[config.mk]
export PLATFORM = sky130hd
export DESIGN_NAME = cpu_top
export DESIGN_NICKNAME = d
export VERILOG_FILES = /design/src/rtl/cpu_pkg.sv /design/src/rtl/cpu_top.sv /design/src/rtl/cpu_datapath.sv /design/src/rtl/cpu_sequencer.sv /design/src/rtl/step_counter.sv /design/src/rtl/alu.sv
export VERILOG_INCLUDE_DIRS = /design/src /design/src/rtl
export SDC_FILE = /design/constraint.sdc
export NUM_CORES = 1
export LEC_CHECK = 0
export ABC_CLOCK_PERIOD_IN_PS = 35900
export BUFFER_PORTS_ARGS = -buffer_cell sky130_fd_sc_hd__buf_4
export CAP_MARGIN = 25
export CORE_MARGIN = 2
export CORE_UTILIZATION = 31
export CTS_CLUSTER_DIAMETER = 60
export CTS_CLUSTER_SIZE = 12
export DETAILED_ROUTE_END_ITERATION = 10
export SLEW_MARGIN = 20
export SYNTH_ARGS = -nofsm -noshare
export SYNTH_HDL_FRONTEND = slang
export SYNTH_SLANG_ARGS = --single-unit
[constraint.sdc]
create_clock -name clk -period 35.9 [get_ports clk]
set_clock_uncertainty 0.05 [all_clocks]
set_input_delay 1.795 -clock clk [delete_from_list [all_inputs] [get_ports clk]]
set_output_delay 1.795 -clock clk [all_outputs]
set_load 0.01 [all_outputs]
[src/rtl/cpu_consts.svh]
`ifndef CPU_CONSTS_SVH
`define CPU_CONSTS_SVH

// memory bus widths
`define CPU_ADDR_WIDTH 6
`define CPU_DATA_WIDTH 16

// first program word, just above the register cells
`define CPU_PROG_START 8

// register cell number inside an operand field
`define CPU_REG_BITS 3

// micro-step counter width, enough for the 28-step operand phase
`define CPU_STEP_WIDTH 5

`endif
[src/rtl/cpu_pkg.sv]
`default_nettype none

package cpu_pkg;

    // top-level machine phase
    typedef enum logic [2:0] {
        ph_boot    = 3'd0,
        ph_fetch   = 3'd1,
        ph_operand = 3'd2,
        ph_execute = 3'd3,
        ph_halt    = 3'd4
    } phase_t;

    // instruction opcode in bits 15:12
    typedef enum logic [3:0] {
        op_mov  = 4'h0,
        op_add  = 4'h1,
        op_sub  = 4'h2,
        op_mul  = 4'h3,
        op_div  = 4'h4,
        op_in   = 4'h7,
        op_out  = 4'h8,
        op_stop = 4'hf
    } opcode_t;

endpackage

`default_nettype wire

[src/rtl/cpu_top.sv]
`timescale 1ns/1ns
`default_nettype none

`include "cpu_consts.svh"

module cpu_top
    import cpu_pkg::*;
(
    input  wire                        clk,
    input  wire                        rst_n,
    input  wire  [`CPU_DATA_WIDTH-1:0] mem,
    input  wire  [`CPU_DATA_WIDTH-1:0] in,
    output logic                       we,
    output logic [`CPU_ADDR_WIDTH-1:0] addr,
    output logic [`CPU_DATA_WIDTH-1:0] data,
    output logic [`CPU_DATA_WIDTH-1:0] out,
    output logic [`CPU_ADDR_WIDTH-1:0] pc,
    output logic                       status
);

    logic [`CPU_STEP_WIDTH-1:0] step;
    logic [`CPU_STEP_WIDTH-1:0] step_target;
    logic step_adv;
    logic step_jump;
    logic step_clr;
    logic pc_init;
    logic pc_inc;
    logic mar_from_pc;
    logic mar_from_base;
    logic mar_from_ptr;
    logic mar_from_dest;
    logic mdr_ld;
    logic ir_ld;
    logic opnd_ld;
    logic [1:0] opnd_idx;
    logic a_from_y;
    logic a_from_in;
    logic a_from_alu;
    logic r_ld;
    logic [`CPU_DATA_WIDTH-1:0] ir;
    logic [`CPU_DATA_WIDTH-1:0] y_val;
    logic [`CPU_DATA_WIDTH-1:0] z_val;
    logic [`CPU_DATA_WIDTH-1:0] alu_f;
    opcode_t opcode;

    cpu_sequencer sequencer_i (
        .clk           (clk),
        .rst_n         (rst_n),
        .step          (step),
        .ir            (ir),
        .step_adv      (step_adv),
        .step_jump     (step_jump),
        .step_target   (step_target),
        .step_clr      (step_clr),
        .pc_init       (pc_init),
        .pc_inc        (pc_inc),
        .mar_from_pc   (mar_from_pc),
        .mar_from_base (mar_from_base),
        .mar_from_ptr  (mar_from_ptr),
        .mar_from_dest (mar_from_dest),
        .mdr_ld        (mdr_ld),
        .ir_ld         (ir_ld),
        .opnd_ld       (opnd_ld),
        .opnd_idx      (opnd_idx),
        .a_from_y      (a_from_y),
        .a_from_in     (a_from_in),
        .a_from_alu    (a_from_alu),
        .r_ld          (r_ld),
        .we            (we),
        .status        (status)
    );

    step_counter step_counter_i (
        .clk         (clk),
        .rst_n       (rst_n),
        .step_adv    (step_adv),
        .step_jump   (step_jump),
        .step_clr    (step_clr),
        .step_target (step_target),
        .step        (step)
    );

    cpu_datapath datapath_i (
        .clk           (clk),
        .rst_n         (rst_n),
        .mem           (mem),
        .in            (in),
        .alu_f         (alu_f),
        .pc_init       (pc_init),
        .pc_inc        (pc_inc),
        .mar_from_pc   (mar_from_pc),
        .mar_from_base (mar_from_base),
        .mar_from_ptr  (mar_from_ptr),
        .mar_from_dest (mar_from_dest),
        .mdr_ld        (mdr_ld),
        .ir_ld         (ir_ld),
        .opnd_ld       (opnd_ld),
        .opnd_idx      (opnd_idx),
        .a_from_y      (a_from_y),
        .a_from_in     (a_from_in),
        .a_from_alu    (a_from_alu),
        .r_ld          (r_ld),
        .we            (we),
        .ir            (ir),
        .y_val         (y_val),
        .z_val         (z_val),
        .opcode        (opcode),
        .addr          (addr),
        .data_out      (data),
        .out           (out),
        .pc            (pc)
    );

    alu alu_i (
        .opcode (opcode),
        .a      (y_val),
        .b      (z_val),
        .f      (alu_f)
    );

endmodule

`default_nettype wire

[src/rtl/cpu_datapath.sv]
`timescale 1ns/1ns
`default_nettype none

`include "cpu_consts.svh"

module cpu_datapath
    import cpu_pkg::*;
(
    input  wire                        clk,
    input  wire                        rst_n,
    input  wire  [`CPU_DATA_WIDTH-1:0] mem,
    input  wire  [`CPU_DATA_WIDTH-1:0] in,
    input  wire  [`CPU_DATA_WIDTH-1:0] alu_f,
    input  wire                        pc_init,
    input  wire                        pc_inc,
    input  wire                        mar_from_pc,
    input  wire                        mar_from_base,
    input  wire                        mar_from_ptr,
    input  wire                        mar_from_dest,
    input  wire                        mdr_ld,
    input  wire                        ir_ld,
    input  wire                        opnd_ld,
    input  wire  [1:0]                 opnd_idx,
    input  wire                        a_from_y,
    input  wire                        a_from_in,
    input  wire                        a_from_alu,
    input  wire                        r_ld,
    input  wire                        we,
    output logic [`CPU_DATA_WIDTH-1:0] ir,
    output logic [`CPU_DATA_WIDTH-1:0] y_val,
    output logic [`CPU_DATA_WIDTH-1:0] z_val,
    output opcode_t                    opcode,
    output logic [`CPU_ADDR_WIDTH-1:0] addr,
    output logic [`CPU_DATA_WIDTH-1:0] data_out,
    output logic [`CPU_DATA_WIDTH-1:0] out,
    output logic [`CPU_ADDR_WIDTH-1:0] pc
);

    localparam logic [`CPU_ADDR_WIDTH-1:0] prog_start = `CPU_PROG_START;

    logic [`CPU_DATA_WIDTH-1:0] mdr;
    logic [`CPU_DATA_WIDTH-1:0] a_reg;
    logic [`CPU_DATA_WIDTH-1:0] opnd [3];
    logic [`CPU_ADDR_WIDTH-1:0] dest [3];
    logic [`CPU_REG_BITS-1:0]   base_reg;
    logic [`CPU_ADDR_WIDTH-1:0] base_addr;

    // register cell named by the selected operand field
    always_comb begin
        case (opnd_idx)
            2'd0:    base_reg = ir[8 +: `CPU_REG_BITS];
            2'd1:    base_reg = ir[4 +: `CPU_REG_BITS];
            default: base_reg = ir[0 +: `CPU_REG_BITS];
        endcase
    end

    assign base_addr = {{(`CPU_ADDR_WIDTH-`CPU_REG_BITS){1'b0}}, base_reg};

    always_ff @(posedge clk or negedge rst_n) begin
        if (!rst_n) begin
            pc   <= '0;
            addr <= '0;
            ir   <= '0;
            out  <= '0;
        end else begin
            if (pc_init) begin
                pc <= prog_start;
            end else if (pc_inc) begin
                pc <= pc + 1'b1;
            end
            // MAR sources
            if (mar_from_pc) begin
                addr <= pc;
            end else if (mar_from_base) begin
                addr <= base_addr;
            end else if (mar_from_ptr) begin
                addr <= mdr[`CPU_ADDR_WIDTH-1:0];
            end else if (mar_from_dest) begin
                addr <= dest[0];
            end
            if (ir_ld) begin
                ir <= mdr;
            end
            if (r_ld) begin
                out <= opnd[opnd_idx];
            end
        end
    end

    // operand values and where each one came from
    always_ff @(posedge clk) begin
        if (mdr_ld) begin
            mdr <= mem;
        end
        if (opnd_ld) begin
            opnd[opnd_idx] <= mdr;
        end
        if (mar_from_base) begin
            dest[opnd_idx] <= base_addr;
        end else if (mar_from_ptr) begin
            dest[opnd_idx] <= mdr[`CPU_ADDR_WIDTH-1:0];
        end
        if (a_from_y) begin
            a_reg <= opnd[1];
        end else if (a_from_in) begin
            a_reg <= in;
        end else if (a_from_alu) begin
            a_reg <= alu_f;
        end
    end

    assign y_val    = opnd[1];
    assign z_val    = opnd[2];
    assign opcode   = opcode_t'(ir[`CPU_DATA_WIDTH-1 -: 4]);
    // bus is quiet except during the write pulse
    assign data_out = we ? a_reg : '0;

endmodule

`default_nettype wire

[src/rtl/cpu_sequencer.sv]
`timescale 1ns/1ns
`default_nettype none

`include "cpu_consts.svh"

module cpu_sequencer
    import cpu_pkg::*;
(
    input  wire                        clk,
    input  wire                        rst_n,
    input  wire  [`CPU_STEP_WIDTH-1:0] step,
    input  wire  [`CPU_DATA_WIDTH-1:0] ir,
    output logic                       step_adv,
    output logic                       step_jump,
    output logic [`CPU_STEP_WIDTH-1:0] step_target,
    output logic                       step_clr,
    output logic                       pc_init,
    output logic                       pc_inc,
    output logic                       mar_from_pc,
    output logic                       mar_from_base,
    output logic                       mar_from_ptr,
    output logic                       mar_from_dest,
    output logic                       mdr_ld,
    output logic                       ir_ld,
    output logic                       opnd_ld,
    output logic [1:0]                 opnd_idx,
    output logic                       a_from_y,
    output logic                       a_from_in,
    output logic                       a_from_alu,
    output logic                       r_ld,
    output logic                       we,
    output logic                       status
);

    typedef logic [`CPU_STEP_WIDTH-1:0] step_t;

    // each operand owns nine steps of the operand phase
    localparam step_t y_base    = step_t'(9);
    localparam step_t z_base    = step_t'(18);
    localparam step_t done_step = step_t'(27);

    phase_t  phase;
    phase_t  phase_next;
    opcode_t opc;
    logic    writes_back;
    logic [2:0] use_mask;
    logic [2:0] ind;
    logic [2:0] reg_nz;
    logic [1:0] idx;
    step_t   base_step;
    step_t   sub_step;

    // instruction decode, bit i belongs to operand i (x, y, z)
    assign opc    = opcode_t'(ir[`CPU_DATA_WIDTH-1 -: 4]);
    assign ind    = {ir[3], ir[7], ir[11]};
    assign reg_nz = {|ir[0 +: `CPU_REG_BITS], |ir[4 +: `CPU_REG_BITS],
                     |ir[8 +: `CPU_REG_BITS]};

    always_comb begin
        case (opc)
            op_mov:                                   use_mask = 3'b011;
            op_add, op_sub, op_mul, op_div, op_stop:  use_mask = 3'b111;
            op_in, op_out:                            use_mask = 3'b001;
            default:                                  use_mask = 3'b000;
        endcase
    end

    assign writes_back = (opc == op_mov) || (opc == op_in) || (opc == op_add) ||
                         (opc == op_sub) || (opc == op_mul) || (opc == op_div);

    // which operand the operand phase is working on
    always_comb begin
        if (step >= z_base) begin
            idx       = 2'd2;
            base_step = z_base;
        end else if (step >= y_base) begin
            idx       = 2'd1;
            base_step = y_base;
        end else begin
            idx       = 2'd0;
            base_step = '0;
        end
    end

    assign sub_step = step - base_step;

    always_ff @(posedge clk or negedge rst_n) begin
        if (!rst_n) begin
            phase <= ph_boot;
        end else begin
            phase <= phase_next;
        end
    end

    // parked for good once halted
    assign status = (phase == ph_halt);

    always_comb begin
        phase_next    = phase;
        step_adv      = 1'b0;
        step_jump     = 1'b0;
        step_target   = '0;
        step_clr      = 1'b0;
        pc_init       = 1'b0;
        pc_inc        = 1'b0;
        mar_from_pc   = 1'b0;
        mar_from_base = 1'b0;
        mar_from_ptr  = 1'b0;
        mar_from_dest = 1'b0;
        mdr_ld        = 1'b0;
        ir_ld         = 1'b0;
        opnd_ld       = 1'b0;
        opnd_idx      = 2'd0;
        a_from_y      = 1'b0;
        a_from_in     = 1'b0;
        a_from_alu    = 1'b0;
        r_ld          = 1'b0;
        we            = 1'b0;

        case (phase)
            ph_boot: begin
                pc_init    = 1'b1;
                step_clr   = 1'b1;
                phase_next = ph_fetch;
            end

            // steps 1 and 2 are issue and bubble
            ph_fetch: begin
                step_adv = 1'b1;
                case (step)
                    0: mar_from_pc = 1'b1;
                    3: mdr_ld = 1'b1;
                    4: begin
                        ir_ld  = 1'b1;
                        pc_inc = 1'b1;
                    end
                    5: begin
                        step_clr   = 1'b1;
                        phase_next = ph_operand;
                    end
                    default: ;
                endcase
            end

            ph_operand: begin
                step_adv = 1'b1;
                opnd_idx = idx;
                if (step == done_step) begin
                    step_clr   = 1'b1;
                    phase_next = ph_execute;
                end else begin
                    case (sub_step)
                        0: begin
                            if (use_mask[idx]) begin
                                mar_from_base = 1'b1;
                            end else begin
                                // unused operand, go straight to the next one
                                step_jump   = 1'b1;
                                step_target = base_step + y_base;
                            end
                        end
                        3, 7: mdr_ld = 1'b1;
                        4: begin
                            if (ind[idx]) begin
                                mar_from_ptr = 1'b1;
                            end else begin
                                opnd_ld     = 1'b1;
                                step_jump   = 1'b1;
                                step_target = base_step + y_base;
                            end
                        end
                        // pointer target captured
                        8: opnd_ld = 1'b1;
                        default: ;
                    endcase
                end
            end

            ph_execute: begin
                step_adv = 1'b1;
                if (opc == op_stop) begin
                    // show x, y, z on out, skipping cell 0
                    case (step)
                        0, 1, 2: begin
                            opnd_idx = step[1:0];
                            r_ld     = reg_nz[step[1:0]];
                        end
                        3: begin
                            step_clr   = 1'b1;
                            phase_next = ph_halt;
                        end
                        default: ;
                    endcase
                end else begin
                    case (step)
                        0: begin
                            case (opc)
                                op_mov:                         a_from_y = 1'b1;
                                op_in:                          a_from_in = 1'b1;
                                op_add, op_sub, op_mul, op_div: a_from_alu = 1'b1;
                                op_out:                         r_ld = 1'b1;
                                default: ;
                            endcase
                            mar_from_dest = writes_back;
                        end
                        1: we = writes_back;
                        3: begin
                            step_clr   = 1'b1;
                            phase_next = ph_fetch;
                        end
                        default: ;
                    endcase
                end
            end

            default: ;
        endcase
    end

endmodule

`default_nettype wire

[src/rtl/step_counter.sv]
`timescale 1ns/1ns
`default_nettype none

`include "cpu_consts.svh"

module step_counter (
    input  wire                        clk,
    input  wire                        rst_n,
    input  wire                        step_adv,
    input  wire                        step_jump,
    input  wire                        step_clr,
    input  wire  [`CPU_STEP_WIDTH-1:0] step_target,
    output logic [`CPU_STEP_WIDTH-1:0] step
);

    // clear wins over jump, jump wins over advance
    always_ff @(posedge clk or negedge rst_n) begin
        if (!rst_n) begin
            step <= '0;
        end else if (step_clr) begin
            step <= '0;
        end else if (step_jump) begin
            step <= step_target;
        end else if (step_adv) begin
            step <= step + 1'b1;
        end
    end

endmodule

`default_nettype wire

[src/rtl/alu.sv]
`timescale 1ns/1ns
`default_nettype none

`include "cpu_consts.svh"

module alu
    import cpu_pkg::*;
(
    input  wire opcode_t                   opcode,
    input  wire        [`CPU_DATA_WIDTH-1:0] a,
    input  wire        [`CPU_DATA_WIDTH-1:0] b,
    output logic       [`CPU_DATA_WIDTH-1:0] f
);

    always_comb begin
        case (opcode)
            op_add: f = a + b;
            op_sub: f = a - b;
            // low half of the product
            op_mul: f = a * b;
            op_div: begin
                // zero divisor gives zero
                if (b == '0) begin
                    f = '0;
                end else begin
                    f = a / b;
                end
            end
            default: f = '0;
        endcase
    end

endmodule

`default_nettype wire

==> flow_metrics.py <==
metrics = {
    "sta": {
        "worstMarginPinSlew_ns": 0.970,
        "finalSetupViolations": 0,
        "slew_headroom_pct": 35.2,
        "tns_ns": 0,
        "max_freq_mhz": 31.6,
        "drv_slew": 0,
        "finalHoldViolCount": 0,
        "setup_slack_ns": 4.25,
        "period_needed_ns": 31.65,
        "period_share_pct": 88.2,
        "rsz0062_at_grt": "no",
    },
    "drt": {
        "postRouteAntennaNets": 0,
        "wirelength_um": 62100,
        "dr.pass1.iters": 5,
        "wl_per_cell_um": 20.6,
        "drt_iter0_markers": 1439,
        "viasPerCell": 5.51,
        "vias": 16642,
        "route.detailed.drc": 0,
    },
    "global_route": {
        "grt_pass1_wl_um": 96500,
        "grt_util_all_layers_pct": 20.6,
        "grt_pass1_vias": 16650,
        "grt_max_degree": 53,
        "grt-ovfl-total": 0,
        "grt_antenna_before_repair": 2,
    },
    "cells_and_area": {
        "drive_gt1_share_pct": 10.4,
        "largest_reg_flops": 48,
        "syn2layout_area_growth_pct": 11.6,
        "fillers": 6079,
        "regMostFlops": "datapath_i.opnd",
        "final_nets": 2573,
    },
    "critical_path": {
        "worstPathRequired_ns": 36.02,
        "critPathSlowestCell": "a31oi_2",
        "arrival_ns": 31.77,
        "start_kind": "flip-flop",
        "slowest_delay_ns": 0.71,
        "crit_type": "reg -> reg",
        "crit_top_cell": "ha_1",
        "worstPathMaxFanout": 23,
        "end_kind": "flip-flop",
    },
    "clock_network": {
        "cts_resized": 0,
        "clock_sinks": 138,
        "cts_tree": "done",
        "htreeDepth": 4,
        "clk-insertion-delay-late_ns": 0.43,
        "post_cts_buffers": 0,
        "clk_pin_slew_ns": 0.06,
        "cts-root-buf": "clkbuf_16",
        "cts_hold_buf": 0,
        "cts_buffer_depth": 2,
        "cts_made_buffers": 17,
    },
    "status": {
        "status": "finished clean",
    },
    "logic_synthesis": {
        "ys_ff_latch": 138,
        "synth_nets": 2528,
        "netlist_area_sq_um": 18300,
        "syn_inst": 2194,
        "synthMuxAreaShare_pct": 3.21,
        "synth_compound_area_share_pct": 19.1,
        "synth-xor-area-share_pct": 6.67,
        "synth_edf_count": 86,
        "synth-simple-area-share_pct": 20.0,
        "yosysWarnings": 0,
        "ys_seq_area_share_pct": 21.3,
        "synth_adder_area_share_pct": 23.9,
        "synth_top_family_by_area": "adder cells",
        "syn_avg_cell_area_sq_um": 8.32,
        "netlist-cell-type-count": 93,
        "async_flop_share_pct": 37.7,
        "ys.flop_type": "edfxtp_1",
    },
    "die": {
        "fp.dieW_um": 247,
        "initial_core_util_pct": 31.5,
        "core_area_sq_um": 57900,
        "fp-row-count": 88,
        "die_h_um": 247,
        "pin_count": 80,
        "die_area_sq_um": 60900,
    },
    "worst_hold_path": {
        "hp-class": "reg -> reg",
    },
    "power": {
        "total_power_w": 0.000637,
        "p_leak_nw": 9.16,
        "ir_drop_v": 0.0000442,
        "p_per_area_nw_per_um2": 31.3,
    },
    "placed_design": {
        "place_congestion": 0.967,
        "pre_cts_slack_ns": 4.65,
        "portBuffers": 79,
        "hpwlAfterDp_um": 47800,
    },
    "run": {
        "max_cap_viol_count": 0,
    },
}
report_power, final:
part	total (W)	switching, W	internal, W
logic	0.000222	0.000134	0.0000879
clock network	0.000180	0.0000706	0.000110
registers	0.000234	0.0000326	0.000202
cells by family (layout without fill, tap and decap cells):
family	Yosys count	in the layout
and+or+nand+nor	772	772
AOI/OAI and AO/OA	514	514
adders and majority gates	300	300
buffers and inverters	277	335
xor gates and xnor gates	139	139
DFF	138	138
muxes	54	54
other	0	1
synthesized netlist by cell type, types with 12 or more instances:
cell,count,share of area [%]
nor2_1,175,3.6
mux2_2,28,1.7
o31ai_1,14,0.58
o21ai_0,127,3.5
and3_1,12,0.41
nand2_1,285,5.9
or3_1,32,1.1
fa_1,82,9.0
xor2_1,41,2.0
a31oi_1,22,0.75
mux2i_1,24,1.3
nand3_1,39,1.1
and2_1,57,2.0
nor2b_1,21,0.72
nor3_1,63,1.7
nand2b_1,16,0.55
dfrtp_1,52,7.1
o21a_1,35,1.4
o211ai_1,27,1.1
or2_2,18,0.62
inv_1,179,3.7
edfxtp_1,86,14
clkbuf_1,75,1.5
a21o_1,40,1.6
a211oi_1,12,0.49
a21oi_1,103,2.8
xnor2_1,98,4.7
ha_1,218,15
critical path: cells and delay by family, from the launching register on:
kind | cells | cell delay [ns]
AOI/OAI and AO/OA | 65 | 17.53
adders and majority gates | 15 | 4.43
buffers and inverters | 3 | 0.46
DFF | 1 | 0.67
muxes | 4 | 1.48
and+or+nand+nor | 26 | 6.67
cell usage in the layout (no fill, tap or decap), types with 18 or more instances in the layout:
cell	synthesis	final
or3_1	32	32
xnor2_1	98	98
o21a_1	35	35
edfxtp_1	86	86
mux2_2	28	28
a21oi_1	103	103
o21ai_0	127	127
nor3_1	63	63
dfrtp_1	52	52
buf_4	2	122
nor2b_1	21	21
inv_1	179	179
nand3_1	39	39
ha_1	218	218
nand2_1	285	285
fa_1	82	82
or2_2	18	18
a31oi_1	22	22
a21o_1	40	40
o211ai_1	27	27
and2_1	57	57
mux2i_1	24	24
xor2_1	41	41
nor2_1	175	175
worst paths after layout:
kind	endpoint	cells past startpoint	from	slack, ns
min in group asynchronous	datapath_i.pc[5]$_DFFE_PN0P_	1	rst_n	1.37
worst min register to register	datapath_i.ir[3]$_DFFE_PN0P_	2	datapath_i.ir[3]$_DFFE_PN0P_	0.43
worst max-delay path	datapath_i.a_reg[0]$_DFFE_PP_	113	datapath_i.opnd[2][6]$_DFFE_PP_	4.25
worst min-delay path	datapath_i.ir[3]$_DFFE_PN0P_	2	datapath_i.ir[3]$_DFFE_PN0P_	0.43
max in group asynchronous	datapath_i.out[9]$_DFFE_PN0P_	1	rst_n	33.92
worst max register to register	datapath_i.a_reg[0]$_DFFE_PP_	113	datapath_i.opnd[2][6]$_DFFE_PP_	4.25
metal layers:
layer / track usage [%] / wire, um / up-vias / part of all wire (%)
met2: 33.2 / 27800 / 629 / 45
met4: 7.16 / 1940 / 0 / 3.1
li1: - / - / 7815 / -
met1: 28.0 / 27500 / 8092 / 44
met3: 3.16 / 4890 / 106 / 7.9
met5: 0 / 0 / - / 0
per-stage QoR:
stage / instances / util (%) / hold slack [ns] / area (sq um)
after global placement: 2984 / 34.1 / 0.413 / 19800
after floorplan: 2194 / - / 0.395 / 18300
final: 3018 / 35.2 / 0.435 / 20400
after global routing: 3017 / 35.2 / 0.467 / 20400
after detailed placement: 2985 / 34.1 / 0.425 / 19800
after CTS: 3017 / 35.2 / 0.439 / 20400
area by class of cell:
type                    count  area (sq um)  area share, %
multi-input cells        1779         13300           65.4
flip-flops and latches    138          3880           19.1
well taps                 765           957           4.70
repair buffers            123           921           4.52
inverters                 180           676           3.32
clock buffers              19           433           2.13
clock inverters            13           168          0.823
diodes                      1          2.50         0.0123
Note: power is estimated with default switching activity, not from simulation.
